`src/logic/platform_pkg.sv`:
```
`default_nettype none

package platform_pkg;

    // tile codes as stored in the map nibbles
    typedef enum logic [3:0] {
        tile_empty   = 4'd0,
        tile_spike   = 4'd1,
        tile_gate_1  = 4'd2,
        tile_gate_2  = 4'd3,
        tile_gate_3  = 4'd4,
        tile_plate_1 = 4'd5,
        tile_plate_2 = 4'd6,
        tile_plate_3 = 4'd7,
        tile_exit    = 4'd8,
        tile_wall    = 4'd9
    } tile_t;

    typedef logic [9:0] coord_t;
    typedef logic [2:0] frame_t;

    typedef enum logic {
        anim_idle = 1'b0,
        anim_walk = 1'b1
    } anim_mode_t;

    typedef struct packed {
        logic left;
        logic right;
        logic jump;
    } player_ctrl_t;

    typedef struct packed {
        coord_t x;
        coord_t y;
        logic   face_left;
        logic   jumping;
        logic   on_ground;
    } player_state_t;

    typedef struct packed {
        logic       wall_l;
        logic       wall_r;
        logic       ceiling;
        logic       floor;
        logic [3:0] floor_row;
    } contact_t;

    // geometry in pixels
    localparam int     MAP_COLS    = 20;
    localparam int     MAP_ROWS    = 15;
    localparam coord_t TILE_SIZE   = 10'd32;
    localparam coord_t STEP_PX     = 10'd5;
    localparam coord_t JUMP_HEIGHT = 10'd64;
    localparam coord_t FLOOR_Y     = 10'd416;
    localparam coord_t CEILING_Y   = 10'd10;
    localparam coord_t SCREEN_W    = 10'd640;
    localparam coord_t FOOT_INSET  = 10'd4;
    localparam coord_t PROBE_GAP   = 10'd5;

    localparam coord_t P0_START_X = 10'd32;
    localparam coord_t P0_START_Y = 10'd320;
    localparam coord_t P1_START_X = 10'd32;
    localparam coord_t P1_START_Y = 10'd416;

    // timing in clk_25MHz cycles
    localparam int FRAME_TICKS = 4000000;
    localparam int SPIKE_TICKS = 25000000;
    localparam int WALK_FRAMES = 6;
    localparam int IDLE_FRAMES = 4;

    // one nibble per tile, column 0 in the top nibble
    localparam logic [MAP_COLS*4-1:0] MAP_ROW_09 = {{7{tile_empty}}, tile_gate_1,
        {4{tile_empty}}, tile_gate_2, {4{tile_empty}}, tile_gate_3, tile_empty, tile_exit};
    localparam logic [MAP_COLS*4-1:0] MAP_ROW_10 = {{5{tile_empty}}, tile_spike, tile_empty,
        tile_gate_1, {4{tile_empty}}, tile_gate_2, {4{tile_empty}}, tile_gate_3, tile_empty,
        tile_exit};
    localparam logic [MAP_COLS*4-1:0] MAP_ROW_11 = {{2{tile_wall}}, {3{tile_plate_1}},
        {15{tile_wall}}};
    localparam logic [MAP_COLS*4-1:0] MAP_ROW_13 = {{2{tile_empty}}, tile_spike, tile_empty,
        tile_gate_1, {10{tile_empty}}, {5{tile_plate_3}}};
    localparam logic [MAP_COLS*4-1:0] MAP_ROW_14 = {{5{tile_wall}}, {5{tile_plate_1}},
        {5{tile_plate_2}}, {5{tile_wall}}};
    localparam logic [MAP_COLS*4-1:0] MAP_ROW_OPEN = {20{tile_empty}};
    localparam logic [MAP_COLS*4-1:0] MAP_ROW_LEDGE_R = {{10{tile_empty}}, {10{tile_wall}}};
    localparam logic [MAP_COLS*4-1:0] MAP_ROW_LEDGE_L = {{10{tile_wall}}, {10{tile_empty}}};

    // row 0 first
    localparam logic [0:MAP_ROWS-1][MAP_COLS*4-1:0] MAP_ROWS_INIT = {
        MAP_ROW_OPEN, MAP_ROW_LEDGE_R, MAP_ROW_OPEN, MAP_ROW_LEDGE_L, MAP_ROW_OPEN,
        MAP_ROW_LEDGE_L, MAP_ROW_OPEN, MAP_ROW_LEDGE_L, MAP_ROW_OPEN, MAP_ROW_09,
        MAP_ROW_10, MAP_ROW_11, MAP_ROW_OPEN, MAP_ROW_13, MAP_ROW_14
    };

endpackage

`default_nettype wire

```
`src/logic/world_map.sv`:
```
`timescale 1ns/1ps
`default_nettype none

module world_map (
    input  platform_pkg::player_state_t state_p0,
    input  platform_pkg::player_state_t state_p1,
    output platform_pkg::contact_t      contact_p0,
    output platform_pkg::contact_t      contact_p1,
    output logic [2:0]                  gate_open
);
    import platform_pkg::*;

    player_state_t st [2];
    contact_t      ct [2];
    // raw floor tiles under each foot, before gate state is applied
    tile_t         foot_tile_l [2];
    tile_t         foot_tile_r [2];

    function automatic tile_t map_tile(input logic [4:0] row, input logic [4:0] col);
        if (row >= MAP_ROWS || col >= MAP_COLS) begin
            return tile_empty;
        end
        return tile_t'(MAP_ROWS_INIT[row[3:0]][(MAP_COLS - 1 - col) * 4 +: 4]);
    endfunction

    // plates and walls always block, a gate only while its plate is free
    function automatic logic blocks(input tile_t t, input logic [2:0] open);
        if (t >= tile_plate_1) begin
            return 1'b1;
        end
        if (t >= tile_gate_1 && t <= tile_gate_3) begin
            return !open[2'(t - tile_gate_1)];
        end
        return 1'b0;
    endfunction

    assign st[0]      = state_p0;
    assign st[1]      = state_p1;
    assign contact_p0 = ct[0];
    assign contact_p1 = ct[1];

    for (genvar p = 0; p < 2; p++) begin : g_probe
        coord_t foot_l;
        coord_t foot_r;
        coord_t below_y;
        coord_t above_y;
        coord_t side_l;
        coord_t side_r;
        coord_t top_y;
        coord_t mid_y;
        tile_t  side_l_top;
        tile_t  side_l_mid;
        tile_t  side_r_top;
        tile_t  side_r_mid;
        tile_t  ceil_l;
        tile_t  ceil_r;

        // probe points around the 32x32 box
        assign foot_l  = st[p].x + FOOT_INSET;
        assign foot_r  = st[p].x + TILE_SIZE - FOOT_INSET - 10'd1;
        assign below_y = st[p].y + TILE_SIZE;
        assign above_y = st[p].y - 10'd1;
        assign side_l  = st[p].x - PROBE_GAP;
        assign side_r  = st[p].x + TILE_SIZE - 10'd1 + PROBE_GAP;
        assign top_y   = st[p].y + FOOT_INSET;
        assign mid_y   = st[p].y + (TILE_SIZE >> 1);

        // below the last row is solid ground
        assign foot_tile_l[p] = (below_y[9:5] < MAP_ROWS) ?
                                map_tile(below_y[9:5], foot_l[9:5]) : tile_wall;
        assign foot_tile_r[p] = (below_y[9:5] < MAP_ROWS) ?
                                map_tile(below_y[9:5], foot_r[9:5]) : tile_wall;

        // too close to the left edge to probe, treat as wall
        assign side_l_top = (st[p].x < PROBE_GAP) ? tile_wall :
                            map_tile(top_y[9:5], side_l[9:5]);
        assign side_l_mid = (st[p].x < PROBE_GAP) ? tile_wall :
                            map_tile(mid_y[9:5], side_l[9:5]);
        // past the right edge map_tile already gives empty
        assign side_r_top = map_tile(top_y[9:5], side_r[9:5]);
        assign side_r_mid = map_tile(mid_y[9:5], side_r[9:5]);

        assign ceil_l = (st[p].y == '0) ? tile_empty : map_tile(above_y[9:5], foot_l[9:5]);
        assign ceil_r = (st[p].y == '0) ? tile_empty : map_tile(above_y[9:5], foot_r[9:5]);

        assign ct[p] = '{
            wall_l:    blocks(side_l_top, gate_open) | blocks(side_l_mid, gate_open),
            wall_r:    blocks(side_r_top, gate_open) | blocks(side_r_mid, gate_open),
            ceiling:   blocks(ceil_l, gate_open) | blocks(ceil_r, gate_open),
            floor:     blocks(foot_tile_l[p], gate_open) | blocks(foot_tile_r[p], gate_open),
            floor_row: below_y[8:5]
        };
    end

    // gate n opens while either left foot rests on plate n
    always_comb begin
        for (int g = 0; g < 3; g++) begin
            gate_open[g] = (foot_tile_l[0] == tile_t'(int'(tile_plate_1) + g)) ||
                           (foot_tile_l[1] == tile_t'(int'(tile_plate_1) + g));
        end
    end

endmodule

`default_nettype wire

```
`src/logic/player_motion.sv`:
```
`timescale 1ns/1ps
`default_nettype none

module player_motion #(
    parameter platform_pkg::coord_t START_X = platform_pkg::P0_START_X,
    parameter platform_pkg::coord_t START_Y = platform_pkg::P0_START_Y
) (
    input  logic                        clk_25MHz,
    input  logic                        rst,
    input  logic                        step,
    input  platform_pkg::player_ctrl_t  ctrl,
    input  platform_pkg::contact_t      contact,
    output platform_pkg::player_state_t state
);
    import platform_pkg::*;

    // last x that can still take a full step right
    localparam coord_t RIGHT_LIMIT = SCREEN_W - TILE_SIZE - STEP_PX;

    coord_t jump_start;
    coord_t land_y;
    logic   jump_go;
    logic   jump_done;

    // top of the tile row the feet are standing on
    assign land_y = coord_t'({1'b0, contact.floor_row, 5'd0}) - TILE_SIZE;

    assign jump_go = ctrl.jump && state.on_ground && !state.jumping;

    // ceiling, full height reached, or top of the screen
    assign jump_done = contact.ceiling ||
                       (state.y + JUMP_HEIGHT <= jump_start) ||
                       (state.y <= CEILING_Y);

    always_ff @(posedge clk_25MHz or posedge rst) begin
        if (rst) begin
            state.x         <= START_X;
            state.y         <= START_Y;
            state.face_left <= 1'b0;
            state.jumping   <= 1'b0;
            state.on_ground <= 1'b1;
        end else if (step) begin
            // left wins when both are held and it can move
            if (ctrl.left && state.x >= STEP_PX && !contact.wall_l) begin
                state.x         <= state.x - STEP_PX;
                state.face_left <= 1'b1;
            end else if (ctrl.right && state.x < RIGHT_LIMIT && !contact.wall_r) begin
                state.x         <= state.x + STEP_PX;
                state.face_left <= 1'b0;
            end

            if (state.jumping) begin
                if (jump_done) begin
                    state.jumping <= 1'b0;
                end else begin
                    state.y <= state.y - STEP_PX;
                end
            end else if (contact.floor || state.y >= FLOOR_Y) begin
                state.on_ground <= 1'b1;
                state.y         <= (state.y >= FLOOR_Y) ? FLOOR_Y : land_y;
            end else begin
                state.on_ground <= 1'b0;
                state.y         <= state.y + STEP_PX;
            end

            // takes over on_ground from the landing branch above
            if (jump_go) begin
                state.jumping   <= 1'b1;
                state.on_ground <= 1'b0;
            end
        end
    end

    // height at take-off
    always_ff @(posedge clk_25MHz or posedge rst) begin
        if (rst) begin
            jump_start <= START_Y;
        end else if (step && jump_go) begin
            jump_start <= state.y;
        end
    end

endmodule

`default_nettype wire

```
`src/logic/sprite_animator.sv`:
```
`timescale 1ns/1ps
`default_nettype none

module sprite_animator #(
    parameter int FRAME_PERIOD = platform_pkg::FRAME_TICKS
) (
    input  logic                 clk_25MHz,
    input  logic                 rst,
    input  logic                 moving,
    output platform_pkg::frame_t frame
);
    import platform_pkg::*;

    localparam int CNT_W = $clog2(FRAME_PERIOD + 1);

    anim_mode_t       mode;
    logic [CNT_W-1:0] tick_cnt;
    frame_t           last_frame;

    assign last_frame = (mode == anim_walk) ? frame_t'(WALK_FRAMES - 1) :
                                              frame_t'(IDLE_FRAMES - 1);

    always_ff @(posedge clk_25MHz or posedge rst) begin
        if (rst) begin
            mode     <= anim_idle;
            tick_cnt <= '0;
            frame    <= '0;
        end else if ((mode == anim_walk) != moving) begin
            // new sequence starts from frame 0
            mode     <= moving ? anim_walk : anim_idle;
            tick_cnt <= '0;
            frame    <= '0;
        end else if (tick_cnt == CNT_W'(FRAME_PERIOD)) begin
            tick_cnt <= '0;
            frame    <= (frame == last_frame) ? frame_t'(0) : frame + 3'd1;
        end else begin
            tick_cnt <= tick_cnt + 1'b1;
        end
    end

endmodule

`default_nettype wire

```
`src/logic/spike_timer.sv`:
```
`timescale 1ns/1ps
`default_nettype none

module spike_timer #(
    parameter int PHASE_PERIOD = platform_pkg::SPIKE_TICKS
) (
    input  logic clk_25MHz,
    input  logic rst,
    output logic spike_on
);

    localparam int CNT_W = $clog2(PHASE_PERIOD + 1);

    logic [CNT_W-1:0] tick_cnt;
    logic [1:0]       phase;

    // spikes are out for the second half of the four phases
    assign spike_on = phase[1];

    always_ff @(posedge clk_25MHz or posedge rst) begin
        if (rst) begin
            tick_cnt <= '0;
            phase    <= 2'd0;
        end else if (tick_cnt == CNT_W'(PHASE_PERIOD)) begin
            tick_cnt <= '0;
            phase    <= phase + 2'd1;
        end else begin
            tick_cnt <= tick_cnt + 1'b1;
        end
    end

endmodule

`default_nettype wire

```
`src/logic/platform_core.sv`:
```
`timescale 1ns/1ps
`default_nettype none

module platform_core #(
    parameter int FRAME_PERIOD = platform_pkg::FRAME_TICKS,
    parameter int PHASE_PERIOD = platform_pkg::SPIKE_TICKS
) (
    input  logic                        clk_25MHz,
    input  logic                        rst,
    input  logic                        step,
    input  platform_pkg::player_ctrl_t  ctrl_p0,
    input  platform_pkg::player_ctrl_t  ctrl_p1,
    output platform_pkg::player_state_t state_p0,
    output platform_pkg::player_state_t state_p1,
    output platform_pkg::frame_t        frame_p0,
    output platform_pkg::frame_t        frame_p1,
    output logic [2:0]                  gate_open,
    output logic                        spike_on
);
    import platform_pkg::*;

    contact_t contact_p0;
    contact_t contact_p1;

    // collision and gates follow the registered positions
    world_map map0 (
        .state_p0   (state_p0),
        .state_p1   (state_p1),
        .contact_p0 (contact_p0),
        .contact_p1 (contact_p1),
        .gate_open  (gate_open)
    );

    player_motion #(
        .START_X (P0_START_X),
        .START_Y (P0_START_Y)
    ) player_p0 (
        .clk_25MHz (clk_25MHz),
        .rst       (rst),
        .step      (step),
        .ctrl      (ctrl_p0),
        .contact   (contact_p0),
        .state     (state_p0)
    );

    player_motion #(
        .START_X (P1_START_X),
        .START_Y (P1_START_Y)
    ) player_p1 (
        .clk_25MHz (clk_25MHz),
        .rst       (rst),
        .step      (step),
        .ctrl      (ctrl_p1),
        .contact   (contact_p1),
        .state     (state_p1)
    );

    sprite_animator #(
        .FRAME_PERIOD (FRAME_PERIOD)
    ) anim_p0 (
        .clk_25MHz (clk_25MHz),
        .rst       (rst),
        .moving    (ctrl_p0.left | ctrl_p0.right),
        .frame     (frame_p0)
    );

    sprite_animator #(
        .FRAME_PERIOD (FRAME_PERIOD)
    ) anim_p1 (
        .clk_25MHz (clk_25MHz),
        .rst       (rst),
        .moving    (ctrl_p1.left | ctrl_p1.right),
        .frame     (frame_p1)
    );

    spike_timer #(
        .PHASE_PERIOD (PHASE_PERIOD)
    ) spikes0 (
        .clk_25MHz (clk_25MHz),
        .rst       (rst),
        .spike_on  (spike_on)
    );

endmodule

`default_nettype wire

```
`config.mk`:
```
export PLATFORM = sky130hd
export DESIGN_NAME = platform_core
export DESIGN_NICKNAME = d
export VERILOG_FILES = /design/src/logic/platform_pkg.sv /design/src/logic/world_map.sv /design/src/logic/player_motion.sv /design/src/logic/sprite_animator.sv /design/src/logic/spike_timer.sv /design/src/logic/platform_core.sv
export SDC_FILE = /design/constraint.sdc
export NUM_CORES = 1
export LEC_CHECK = 0
export ABC_AREA = 1
export BUFFER_PORTS_ARGS = -buffer_cell sky130_fd_sc_hd__buf_2
export CORE_MARGIN = 5
export CORE_UTILIZATION = 30
export CTS_CLUSTER_SIZE = 40
export DETAILED_ROUTE_END_ITERATION = 10
export GPL_ROUTABILITY_DRIVEN = 1
export PLACE_DENSITY = 0.47
export REMOVE_ABC_BUFFERS = 1
export SETUP_SLACK_MARGIN = 0.2
export SYNTH_ARGS = -nofsm -noshare
export SYNTH_HDL_FRONTEND = slang
export SYNTH_SLANG_ARGS = --single-unit
```
`constraint.sdc`:
```
create_clock -name clk_25MHz -period 9.2 [get_ports clk_25MHz]
set_clock_uncertainty 0.05 [all_clocks]
set_input_delay 1.84 -clock clk_25MHz [delete_from_list [all_inputs] [get_ports clk_25MHz]]
set_output_delay 1.84 -clock clk_25MHz [all_outputs]
set_load 0.05 [all_outputs]
```
=== Yosys cells after proc, flatten, opt, wreduce, memory -nomap -nowiden ===
Memories as Yosys holds them, arrays and structs flattened.
Index checks and enable logic that the tools add are counted.

* Add/subtract/negate cells: 62
* $lt $le $gt $ge: 102
* Eq/ne operators: 17
* Shift-type cells: 16
* Mux-type cells: 261
* Bitwise logic cells: 18
* Reduce and logical (&&, ||, !) cells: 89

{| class="wikitable"
|+ Operators with widths
! operator !! number
|-
| 80-bit 2-to-1 mux || 16
|-
| 80-bit by 33-bit variable part select with 4-bit output || 16
|-
| 4-bit 2-to-1 mux || 44
|-
| 1-bit 2-to-1 mux || 158
|-
| 10-bit 2-to-1 mux || 12
|-
| 10-bit by 3-bit adder with 10-bit output, second input constant || 10
|-
| 22-bit 2-to-1 mux || 4
|-
| 5-bit >= comparator, second input constant || 16
|-
| 4-bit by 2-bit >= comparator with 1-bit output, second input constant || 16
|-
| 4-bit by 3-bit >= comparator with 1-bit output, second input constant || 16
|-
| 4-bit by 3-bit less-or-equal comparator with 1-bit output, second input constant || 16
|-
| 10-bit by 1-bit subtractor with 10-bit output, second input constant || 6
|-
| 10-bit by 3-bit subtractor with 10-bit output, second input constant || 6
|-
| 2-bit by 3-bit < comparator with 1-bit output, second input constant || 16
|-
| 5-bit by 5-bit subtractor with 6-bit output, first input constant || 8
|-
| 22-bit by 1-bit adder with 22-bit output, second input constant || 2
|-
| 22-bit equality test, second input constant || 2
|-
| 10-bit by 6-bit adder with 10-bit output, second input constant || 4
|-
| 5-bit by 4-bit >= comparator with 1-bit output, second input constant || 8
|-
| 4-bit NOT with 5-bit output || 8
|-
| 1-bit binary-select mux with 2-bit select || 16
|-
| 2-bit subtractor, second input constant || 16
|-
| 1-bit logical AND || 30
|-
| 25-bit by 1-bit adder with 25-bit output, second input constant || 1
|-
| other kinds (26) || 118
|}

* Bits in registers: 145
* Memory bits (read-only): 10240
* Bits of input ports: 9
* Output and inout port bits: 56
* Logic and storage cells: 593
* Memories kept: 8

{| class="wikitable"
|+ Memories
! memory !! words !! width !! read ports !! clocked after Yosys merged registers in !! write ports !! line !! text
|-
| (name not given) || 16 || 80 || 1 || 0 || 0 || world_map.sv:23 || <nowiki>return tile_t'(MAP_ROWS_INIT[row[3:0]][(MAP_COLS - 1 - col) * 4 +: 4]);</nowiki>
|-
| (name not given) || 16 || 80 || 1 || 0 || 0 || world_map.sv:23 ||
|-
| (name not given) || 16 || 80 || 1 || 0 || 0 || world_map.sv:23 ||
|-
| (name not given) || 16 || 80 || 1 || 0 || 0 || world_map.sv:23 ||
|-
| (name not given) || 16 || 80 || 1 || 0 || 0 || world_map.sv:23 ||
|-
| (name not given) || 16 || 80 || 1 || 0 || 0 || world_map.sv:23 ||
|-
| +2 memories || n/a || n/a || n/a || n/a || n/a || n/a ||
|}

=== Longest topological paths before layout ===
Gate-level depths: netlist of run 1.

* Word-level depth: 22
* Gate-level depth with buffers: 34
* Gate-level depth less buffers: 33

=== Cells and area by module ===
Synthesis of run 1 repeated with hierarchy kept, for this count alone.

* Cell total of the unflattened synthesis: 3844
* Area, all modules: 21752.1 um^2

{| class="wikitable"
|+ By module, submodules not included
! module !! instances !! cells each !! area an instance (um^2) !! sequential area each (um^2)
|-
| world_map || 1 || 2282 || 10939.2 || 0.0
|-
| sprite_animator || 2 || 221 || 1607.8 || 650.6
|-
| player_motion (player_p1) || 1 || 435 || 2900.3 || 835.8
|-
| player_motion (player_p0) || 1 || 435 || 2897.8 || 833.3
|-
| spike_timer || 1 || 244 || 1776.7 || 675.6
|-
| platform_core || 1 || 6 || 22.5 || 0.0
|}

=== Worst setup path before layout of run 1 ===
Ideal clock, no wire load.

* Path type: register to output
* Start point: register player_p0.state[18] (netlist bit)
* End point: output gate_open[1]
* Data arrival time: 3319 ps
* Setup slack: 3991 ps
* Cell stages (with the launch flop): 18
* Path buffers: 4
* Cells stage by stage: dfstp_2 -> ha_1 -> inv_1 -> o21ai_1 -> nand2_2 -> inv_2 -> buf_1 -> ha_1 -> clkbuf_1 -> inv_1 -> clkbuf_1 -> nand3_1 -> nand3_1 -> nand3_2 -> nor2_1 -> nand2_1 -> o21ai_2 -> buf_6

* Cells in the longest elaborated chain, start to end: 8
* Elaborated cells on any way between the ends: 10
* Those cells by class: add/sub (2); order compare (1); eq/ne (1); shift (1); mux (3); reduce/logical (2)

{| class="wikitable"
|+ RTL lines
! item !! line !! text
|-
| from (decl) || player_motion.sv:13 || <nowiki>output platform_pkg::player_state_t state</nowiki>
|-
| 10-bit by 3-bit adder with 10-bit output (*) || world_map.sv:59 || <nowiki>assign foot_l = st[p].x + FOOT_INSET;</nowiki>
|-
| branches (longest 3 deep; another with 5-bit by 5-bit subtractor with 6-bit output) || n/a ||
|-
| 4-bit 2-to-1 mux (*) || world_map.sv:23 ||
|-
| 4-bit 2-to-1 mux (*) || world_map.sv:69 || <nowiki>assign foot_tile_l[p] = (below_y[9:5] < MAP_ROWS) ?</nowiki>
|-
| 4-bit by 3-bit equality test with 1-bit output (*) || world_map.sv:98 || <nowiki>gate_open[g] = (foot_tile_l[0] == tile_t'(int'(tile_plate_1) + g)) ||</nowiki>
|-
| 1-bit logical OR (*) || world_map.sv:98 ||
|-
| to (decl) || platform_core.sv:17 || <nowiki>output logic [2:0] gate_open,</nowiki>
|}

Every way passes the cells marked *.

=== Worst setup path in the final report of run 1 ===
* Start point: register player_p1.state[19] (netlist bit)
* End point: output gate_open[1]

* Cells in the longest elaborated chain, start to end: 8
* Elaborated cells on any way between the ends: 10
* Those cells by class: add/sub (2); order compare (1); eq/ne (1); shift (1); mux (3); reduce/logical (2)

{| class="wikitable"
|+ RTL lines
! item !! line !! text
|-
| from (decl) || player_motion.sv:13 ||
|-
| 10-bit by 3-bit adder with 10-bit output (*) || world_map.sv:59 ||
|-
| branches (longest 3 deep; another with 5-bit by 5-bit subtractor with 6-bit output) || n/a ||
|-
| 4-bit 2-to-1 mux (*) || world_map.sv:23 ||
|-
| 4-bit 2-to-1 mux (*) || world_map.sv:69 ||
|-
| 4-bit by 3-bit equality test with 1-bit output (*) || world_map.sv:99 || <nowiki>(foot_tile_l[1] == tile_t'(int'(tile_plate_1) + g));</nowiki>
|-
| 1-bit logical OR (*) || world_map.sv:98 ||
|}

Marked as above.

==> results.md, run 1 <==
* Actual slew at the worst max-slew pin at ~1.1 ns
* Drt first-iter violations at between 2000 and 2500
* CTS tree: built
* Final Setup Violations at 0
* Synth top area share at 21.7%
* CP max stage delay at slightly below 0.7 ns
* CTS root buffer: clkbuf_16
* Final instance area at roughly 22000 sq um
* Cell Area, Synth at between 20000 and 25000 sq um
* Die Wd at roughly 270 um
* CORE AREA at 67200 sq um
* Final core occ at between 30% and 40%
* Worst r2r dst: player_p1.state[20]$_DFFE_PP0P_
* Prevailing post-synth register cell: dfrtp_1
* Drt first pass iters at 8
* Crit. Startpoint: player_p1.state[19]$_DFFE_PP0P_
* Port bufs at 64
* IO Pins at 65
* Initial Utilization at 30.2%
* Fin crit period at roughly 6.6 ns
* Synth Warn # at 0
* Clock sink total at 145
* Crit-path leading delay family: adder cells
* # nets final at between 3000 and 4000
* CTS HTree Levels at 4
* Final Hold Viols at 0
* CP arrival at around 4.7 ns
* Total GRT Usage at between 15 and 20%
* DR DRC count at 0
* Mean Syn Cell Area at between 5 and 6 sq um
* Synth Register Bits at ~150
* Slowest cell on crit path: dfrtp_1
* Total grt overflow at 0
* Post-route setup slack at around 2.6 ns
* Dpl ws at approximately 3.1 ns
* Yosys top cell by area: nand2_1
* Top cells by area, synth: nand2_1, dfrtp_1, nand3_1
* Reg2reg setup slack at between 3 and 4 ns
* Worst Path Buf+Inv at 3
* Gp weighted congestion at ~0.95
* CP max FO at 14
* Cell area after placement at 21200 sq um
* Die H at between 200 and 300 um
* Hold buffer count at CTS at 0
* Initial antenna violation count at 0
* Ys async rst share at 100%
* Setup CP Type: reg2out
* Slew HR at a little over a quarter
* Post-CTS Resized at 0
* Setup bufs post-CTS at 0
* Crit path capture type: output port
* DR vias/cell at ~5.2
* Startpoint types: flip-flop
* Clock Path Buffers at 2
* Seq/Total Area, Yosys at 18.0%
* Fraction of layout cells with a size suffix above 1 at under 10%
* Clock transition at the registers of the reported paths at roughly 0.070 ns
* Via count at 23000
* R2R Path Start: player_p1.state[19]$_DFFE_PP0P_
* Status: finished, final reports clean
* Total CTS buffers at 17
* Antenna Cells at 0
* Fin Setup TNS at 0 ns
* Largest net degree at the start of global routing at 86
* Fill cell count at approximately 7500
* Yosys cell types at 67
* Worst-skew pair later-pin latency at ~0.48 ns
* # Max-Cap Violations at 0
* WP depth at 13
* FMAX at 0.151 GHz
* Routed WL at about 74000 um
* RSZ-0062 raised after global routing: no
* Final slew viol count at 0
* WL/cell at between 15 and 20 um
* Row count at 95
* Cell Chain, Critical Path: ha_1, nand3_2, nand2_2, inv_2, ha_1, nand2_1, inv_1, nand4_1, a21o_1, a21oi_4, nand3_4, o21ai_2, buf_2
* Crit-path most repeated cell: ha_1
* Area of the die at 73000 sq um
* CP endpoint: gate_open[1]
* Tcrit/Tclk final at between 70 and 80%
* Gate Count Post-Synth at 3547
* Post-synth EDFFs at 0
* Synth-to-layout area growth at 7.51%
* Vias in the first global route at between 20000 and 25000
* Antenna Nets Post-Route at 0
* R2R depth at 24
* Critical Path RT at between 7 and 8 ns
* First-pass GRT wire length at 118000 um
* Worst Hold Class: reg2reg
* Hpwl dp at around 58000 um
==> cells by family after synthesis <==
group,count (synthesis),synth area share (%)
buffers and inverters,566,11.4
adders and majority gates,108,6.66
and+or+nand+nor,2118,44.7
DFF,145,18.0
AOI/OAI and AO/OA,528,15.4
xor gates and xnor gates,81,3.79
muxes,1,0.0493
==> cell usage after synthesis (13+ instances only) <==
cell type / n
clkinv_1: 15
nand3_1: 373
buf_2: 32
inv_2: 29
buf_4: 17
clkbuf_1: 33
nand4_1: 66
ha_1: 108
a21oi_1: 141
o211ai_1: 36
xor2_1: 63
nor3_1: 63
o21ai_1: 28
inv_1: 423
dfstp_2: 14
nand2_2: 19
nand3_2: 15
o2111ai_1: 13
nor2_1: 349
o21ai_0: 198
dfrtp_1: 131
nand2_1: 1173
o31ai_1: 13
nor2_2: 14
xnor2_1: 13
==> sequential cells by signal, indices dropped and copies added, names as in the netlist, 2 cells and up <==
signal / flops
spikes0.tick_cnt: 25
player_p0.state: 23
spikes0.phase: 2
player_p1.jump_start: 10
anim_p0.frame: 3
anim_p0.tick_cnt: 22
player_p1.state: 23
player_p0.jump_start: 10
anim_p1.tick_cnt: 22
anim_p1.frame: 3
==> layout make-up <==
type / count / area, sq um / share of cell area [%]
Clock buffer: 17 / 425 / 1.95
Clock inverter: 14 / 203 / 0.929
Inverter: 467 / 1760 / 8.05
Multi-Input combinational cell: 2836 / 14300 / 65.7
Sequential cell: 145 / 3650 / 16.7
Tap cell: 873 / 1090 / 5.00
Timing Repair Buffer: 69 / 358 / 1.64
==> routing by layer <==
layer	vias up	part of all wire [%]	track usage, %
met1	10500	46	27.2
met5	-	0	0
met3	125	5.6	2.92
li1	11500	-	-
met2	810	45	31.8
met4	0	2.7	5.93
==> worst min-delay path by stage <==
stage                                     to                          start  cells after the start
6_report       anim_p1.tick_cnt[0]$_DFF_PP0_  anim_p1.tick_cnt[0]$_DFF_PP0_                      1
5_1_grt         spikes0.phase[0]$_DFFE_PP0N_   spikes0.phase[0]$_DFFE_PP0N_                      1
4_1_cts         spikes0.phase[0]$_DFFE_PP0N_   spikes0.phase[0]$_DFFE_PP0N_                      1
3_5_place_dp    spikes0.phase[0]$_DFFE_PP0N_   spikes0.phase[0]$_DFFE_PP0N_                      1
3_3_place_gp   anim_p1.tick_cnt[0]$_DFF_PP0_  anim_p1.tick_cnt[0]$_DFF_PP0_                      1
2_1_floorplan  anim_p0.tick_cnt[0]$_DFF_PP0_  anim_p0.tick_cnt[0]$_DFF_PP0_                      1
==> cell usage in the layout, fill, tap and decap left out, types with 14 or more instances in the layout <==
cell type,n
o21ai_1,28
inv_2,29
nand4_1,66
inv_1,422
clkbuf_16,17
nor2_2,14
clkinv_1,15
xor2_1,63
nor3_1,63
nor2_1,349
dfrtp_1,131
dfstp_2,14
nand3_1,373
nand3_2,15
o211ai_1,36
a21oi_1,141
o21ai_0,198
nand2_1,1173
ha_1,108
nand2_2,19
buf_2,64
==> metrics by stage <==
stage,hold slack (ns),std cells
2_1_floorplan,0.382,3448
3_3_place_gp,0.403,4390
3_5_place_dp,0.407,4390
4_1_cts,0.421,4421
5_1_grt,0.433,4421
6_report,0.415,4421
==> worst reg2reg max path, stage by stage (launching register included) <==
cell      delay [ns]
dfrtp_1         0.69
ha_1            0.41
nand2_1         0.14
nand2_1         0.21
nand2_1         0.07
nand2_1         0.44
clkinv_1        0.62
ha_1            0.58
inv_1           0.16
nor2_1          0.22
nand2_1         0.16
a21oi_1         0.23
nand2_1         0.07
nand3_1         0.18
a21oi_1         0.08
o21ai_0         0.15
nand2_1         0.09
nand2_1         0.06
nand2_1         0.05
nand2_1         0.12
nand2_1         0.07
nand2_1         0.34
nand2_2         0.25
nand2_1         0.13
nand2_1         0.06
Power of run 1 is not shown: default switching activity piles up to over one toggle a cycle in this logic, so the estimate is an artifact.
==> run 2: changes to the inputs <==
Settings changed: ABC_AREA 1 to 0, PLACE_DENSITY 0.47 to 0.49.
Clock period 9.2 ns to 5.9 ns, I/O delays scaled along.
==> run 2 against run 1 <==
Routed wire length grew 19%; sequential share of layout area decreased by 1.3 points; worst setup slack lost 2.4 ns.
==> results.md, run 2 <==
* Die Wd at 274 um
* Startpoint types: flip-flop
* CORE AREA at approximately 70000 sq um
* Clock sink total at roughly 150
* Total grt overflow at 0
* Synth Warn # at 0
* Fraction of layout cells with a size suffix above 1 at between 10 and 15%
* Die H at roughly 270 um
* Crit path capture type: output port
* Drt first-iter violations at ~2600
* Port bufs at between 60 and 70
* Yosys cell types at 110
* RSZ-0062 raised after global routing: yes
* Area of the die at 74900 sq um
* IO Pins at 65
* Hpwl dp at 67900 um
* Highest metal used: met4
* Via count at roughly 24000
* Cell Area, Synth at approximately 21000 sq um
* Row count at 96
* Post-synth EDFFs at 0
* Worst-skew pair later-pin latency at between 0.4 and 0.5 ns
* Commonest non-fill, non-tap cell in the layout: nor2_1
* Clock transition at the registers of the reported paths at ~0.070 ns
* CP max FO at 14
* Critical Path RT at 4.67 ns
* Post-Layout Cell Count at approximately 3900
* Gp weighted congestion at 0.973
* Largest net degree at the start of global routing at 63
* Setup CP Type: reg2out
* CTS HTree Levels at 4
* Reg2reg setup slack at just under 0.5 ns
* Final Setup Violations at 0
* Fin crit period at approximately 5.7 ns
* # nets final at around 3000
* CP arrival at between 4 and 5 ns
* Fin Setup TNS at 0 ns
* Metal1 wirelength at roughly 38000 um
* WL/cell at 22.8 um
* Reg with most FFs: spikes0.tick_cnt
* Final Hold Viols at 0
* # Max-Cap Violations at 0
* Top cells by area, synth: dfrtp_1, ha_1, nor2_1
* Prevailing post-synth register cell: dfrtp_1
* Ys async rst share at 100%
* Met3 WL at ~6700 um
* Synth-to-layout area growth at 13.6%
* Status: finished, final reports clean
* DR DRC count at 0
* Antenna Cells at 0
* Clock Path Buffers at 2
* First-pass GRT wire length at approximately 140000 um
* Actual slew at the worst max-slew pin at 1.11 ns
* Slew HR at roughly a quarter
* Regs by FF count: spikes0.tick_cnt x25, player_p0.state x23, player_p1.state x23
* Initial Utilization at roughly 30%
* Total CTS buffers at 17
* Max reg flops at 25
* Tcrit/Tclk final at 97.1%
* CTS tree: built
* FMAX at approximately 0.17 GHz
* CTS root buffer: clkbuf_16
* Final slew viol count at 0
* Seq/Total Area, Yosys at between 10% and 20%
* Synth top area share at between 10% and 20%
* Routed WL at 88200 um
* Routed length on met2 at 40700 um
* Yosys top cell by area: dfrtp_1
* Placed cells at between 3000 and 4000
* Most frequent cells in the layout: nor2_1, nand2_1, buf_4
* Post-synth top cells: nor2_1, nand2_1, a21oi_1
* Total GRT Usage at 22.8%
* Initial antenna violation count at 0
* Antenna Nets Post-Route at 0
* Synth Register Bits at around 150
* Vias in the first global route at around 23000
* Worst Hold Class: reg2reg
* Gate Count Post-Synth at approximately 2800
* Mean Syn Cell Area at between 7 and 8 sq um
* Top-count cell post-synth: nor2_1
* DR vias/cell at approximately 6.1
* Drt first pass iters at 7
[run 2: area by class of cell]
cell class / count / area (sq um)
fillers: 7285 / 45100
clock buffers: 19 / 443
clock inverters: 13 / 116
repair buffers: 245 / 1720
multi-input cells: 2390 / 16100
inverters: 121 / 465
well taps: 931 / 1160
flip-flops and latches: 145 / 3650
[run 2: cell families after synthesis]
group | after synthesis | synth area share [%]
muxes | 85 | 4.24
buffers and inverters | 307 | 5.93
DFF | 145 | 17.5
AOI/OAI and AO/OA | 937 | 31.7
xor gates and xnor gates | 177 | 8.14
and+or+nand+nor | 1078 | 25.8
adders and majority gates | 113 | 6.69
[run 2: critical path, stage by stage, from the launching register on]
cell and delay (ns):
dfstp_2 0.57, buf_4 0.22, nand3_1 0.25, nor2_1 0.20, xnor2_1 0.22, ha_2 0.30
xnor3_2 0.44, a2111oi_2 0.44, nand3_1 0.17, o211a_1 0.29, o32a_4 0.39, inv_2 0.16
buf_4 0.19, buf_12 0.15
[run 2: worst paths after layout]
kind / from / end / cells after the start
setup / recovery: player_p0.state[18]$_DFFE_PP1P_ / gate_open[0] / 13
hold / removal: spikes0.phase[0]$_DFFE_PP0N_ / spikes0.phase[0]$_DFFE_PP0N_ / 1
setup reg to reg: player_p0.state[18]$_DFFE_PP1P_ / player_p0.state[6]$_DFFE_PP0P_ / 18
hold reg to reg: spikes0.phase[0]$_DFFE_PP0N_ / spikes0.phase[0]$_DFFE_PP0N_ / 1
max in group asynchronous: rst / player_p0.state[15]$_DFFE_PP0P_ / 3
min in group asynchronous: rst / anim_p1.tick_cnt[12]$_DFF_PP0_ / 2
[run 2: through the flow]
| step | setup WS, ns | utilization, % | cell area, sq um | hold slack [ns] |
|---|---|---|---|---|
| floorplan | -1.03 | - | 20100 | 0.391 |
| global placement | 0.234 | 33.3 | 22900 | 0.406 |
| detailed placement | 0.105 | 33.3 | 22900 | 0.411 |
| CTS | 0.164 | 34.2 | 23500 | 0.421 |
| global route | 0.0741 | 34.4 | 23700 | 0.431 |
| finish | 0.169 | 34.4 | 23700 | 0.416 |
[run 2: layer usage]
metal,GRT usage [%],vias up
li1,-,10900
met1,30.2,11500
met2,37.1,1042
met3,4.18,188
met4,8.42,0
met5,0,-
[run 2: repair_timing]
| action | CTS | global route |
|---|---|---|
| pin swaps | 0 | 4 |
| endpoints found under the setup margin | 26 | 41 |
| hold buffers | 0 | 0 |
| buffers inserted | 1 | 6 |
| resized for setup | 15 | 23 |
Power of run 2 is left out for the same reason.
==> run 3: changes to the inputs <==
Clock period 5.9 ns to 5 ns, I/O delays scaled along.
==> run 3 against run 2 <==
Global-route usage is 1.9 points higher; critical path type unchanged; critical path depth is 4 higher; final cell count rose by 8.4%; hold slack better by 0.0022 ns; non-clock buffer count increased by 323; sequential share of layout area shrank 2.2 points; via count grew 5.9%; sequential cell count stayed put; register-to-register slack got worse by 0.40 ns; core utilization increased by 5.7 points.
==> results.md, run 3 (same netlist as run 2, synthesis figures left out) <==
* Status: finished, final reports clean
* Setup CP Type: reg2out
* IO Pins at 65
* Hold Path End: spikes0.phase[0]$_DFFE_PP0N_
* Routed WL at 97300 um
* CP max FO at 4
* Final Hold Viols at 0
* Port bufs at 64
* CORE AREA at 68800 sq um
* FMAX at 0.202 GHz
* Worst Hold Class: reg2reg
* Initial Utilization at between 30% and 40%
* Initial antenna violation count at 0
* # nets final at around 3400
* Vias in the first global route at 24200
* Actual slew at the worst max-slew pin at between 1 and 1.5 ns
* Gp weighted congestion at 1.01
* Total GRT Usage at between 20 and 25%
* Tcrit/Tclk final at approximately 100%
* Crit. Startpoint: player_p1.state[18]$_DFFE_PP1P_
* Die H at 274 um
* Most frequent cells in the layout: buf_4, nor2_1, nand2_1
* CTS root buffer: clkbuf_16
* Largest net degree at the start of global routing at a little over 90
* DR vias/cell at 5.98
* CTS HTree Levels at 4
* Max reg flops at 25
* Synth-to-layout area growth at 32.4%
* HP Start: spikes0.phase[0]$_DFFE_PP0N_
* Fin crit period at 4.95 ns
* Fill cell count at slightly above 7000
* Area of the multi-input gates at between 15000 and 20000 sq um
* WL/cell at around 23 um
* Total grt overflow at 0
* Hpwl dp at approximately 74000 um
* Hold buffer count at CTS at 0
* Crit path capture type: output port
* Total CTS buffers at 17
* Placed cells at approximately 4100
* R2R depth at 21
* CTS tree: built
* CP arrival at around 4 ns
* First-pass GRT wire length at about 150000 um
* Area of the die at between 70000 and 80000 sq um
* Regs by FF count: spikes0.tick_cnt x25, player_p0.state x23, player_p1.state x23
* # Max-Cap Violations at 0
* Drt first pass iters at 6
* Fraction of layout cells with a size suffix above 1 at between 20% and 30%
* Hold Path Stages at 1
* Startpoint types: flip-flop
* Register area at 3650 sq um
* Die Wd at roughly 270 um
* Final slew viol count at 0
* Row count at 96
* Commonest non-fill, non-tap cell in the layout: buf_4
* Slew HR at roughly a quarter
* Final Setup Violations at 0
* Antenna Nets Post-Route at 0
* Worst-skew pair later-pin latency at between 0.4 and 0.5 ns
* Drt first-iter violations at roughly 2600
* Clock transition at the registers of the reported paths at 0.09 ns
* Reg2reg setup slack at roughly 0.09 ns
* DR DRC count at 0
* RSZ-0062 raised after global routing: yes
* Clock sink total at 145
* Antenna Cells at 0
* Critical Path RT at 3.95 ns
* Clock Path Buffers at 2
* Via count at 25100
* Post-Layout Cell Count at around 4200
* Reg with most FFs: spikes0.tick_cnt
* Worst r2r dst: player_p1.state[7]$_DFFE_PP0P_
* R2R Path Start: player_p1.state[18]$_DFFE_PP1P_
run 3: cell types whose count changed in the layout (fill, tap and decap cells not counted), sizes merged:
cell	change
clkinvlp	-3
inv	-2
bufinv	+3
a21o	+1
clkbuf	+2
buf	+323
run 3: per-stage QoR:
step | setup TNS [ns] | util, % | setup WS [ns] | hold slack, ns | cell area (sq um)
5_1_grt | -0.156 | 40.1 | -0.0535 | 0.442 | 27600
2_1_floorplan | -62.91 | - | -1.93 | 0.391 | 20100
3_3_place_gp | -8.38 | 36.2 | -0.548 | 0.403 | 24900
4_1_cts | 0 | 38.4 | 0.129 | 0.420 | 26400
6_report | 0 | 40.1 | 0.0480 | 0.419 | 27600
3_5_place_dp | -9.23 | 36.2 | -0.488 | 0.407 | 24900
run 3: worst max-delay path by stage:
stage                                                  to  slack [ns]  cells past startpoint
after floorplan           player_p0.state[16]$_DFFE_PP0P_       -1.93                     16
after global placement     player_p1.state[8]$_DFFE_PP1P_       -0.55                     18
after detailed placement   player_p1.state[8]$_DFFE_PP1P_       -0.49                     18
after CTS                                    gate_open[0]        0.13                     12
after global routing      player_p1.state[19]$_DFFE_PP0P_       -0.05                     22
final                                        gate_open[1]        0.05                     17
run 3: critical path, cell delays in order (launching register included):
cell and delay (ns):
dfstp_2 0.57, ha_4 0.14, and4_4 0.24, xnor2_4 0.15
inv_2 0.08, ha_4 0.17, xnor3_2 0.40, buf_4 0.16
buf_4 0.15, o211ai_1 0.11, and4b_2 0.34, a21oi_4 0.08
a32oi_4 0.24, buf_6 0.16, inv_8 0.03, buf_6 0.11
buf_12 0.12, buf_12 0.14
run 3: area by class of cell:
class                           instances  area share [%]
Clock buffer                           21            1.67
Clock inverter                         11           0.593
Tap cell                              931            4.22
Inverter                              121            1.73
Sequential cell                       145            13.2
Timing Repair Buffer                  568            15.9
Multi-Input combinational cell       2391            62.6
run 3: layer usage:
layer,global-route usage [%],vias to the layer above,routed length (um)
li1,-,11600,-
met1,32.1,12300,41400
met2,41.2,1008,46200
met3,3.76,216,5720
met4,9.60,0,3910
met5,0,-,0
run 3: repair_timing:
item                                    in CTS  in global routing
gates resized for setup                    140                187
endpoints found under the setup margin      48                 47
pin swaps                                   43                 76
cloned                                       1                  2
buffers inserted                            40                 40
Power of run 3 is left out for the same reason.
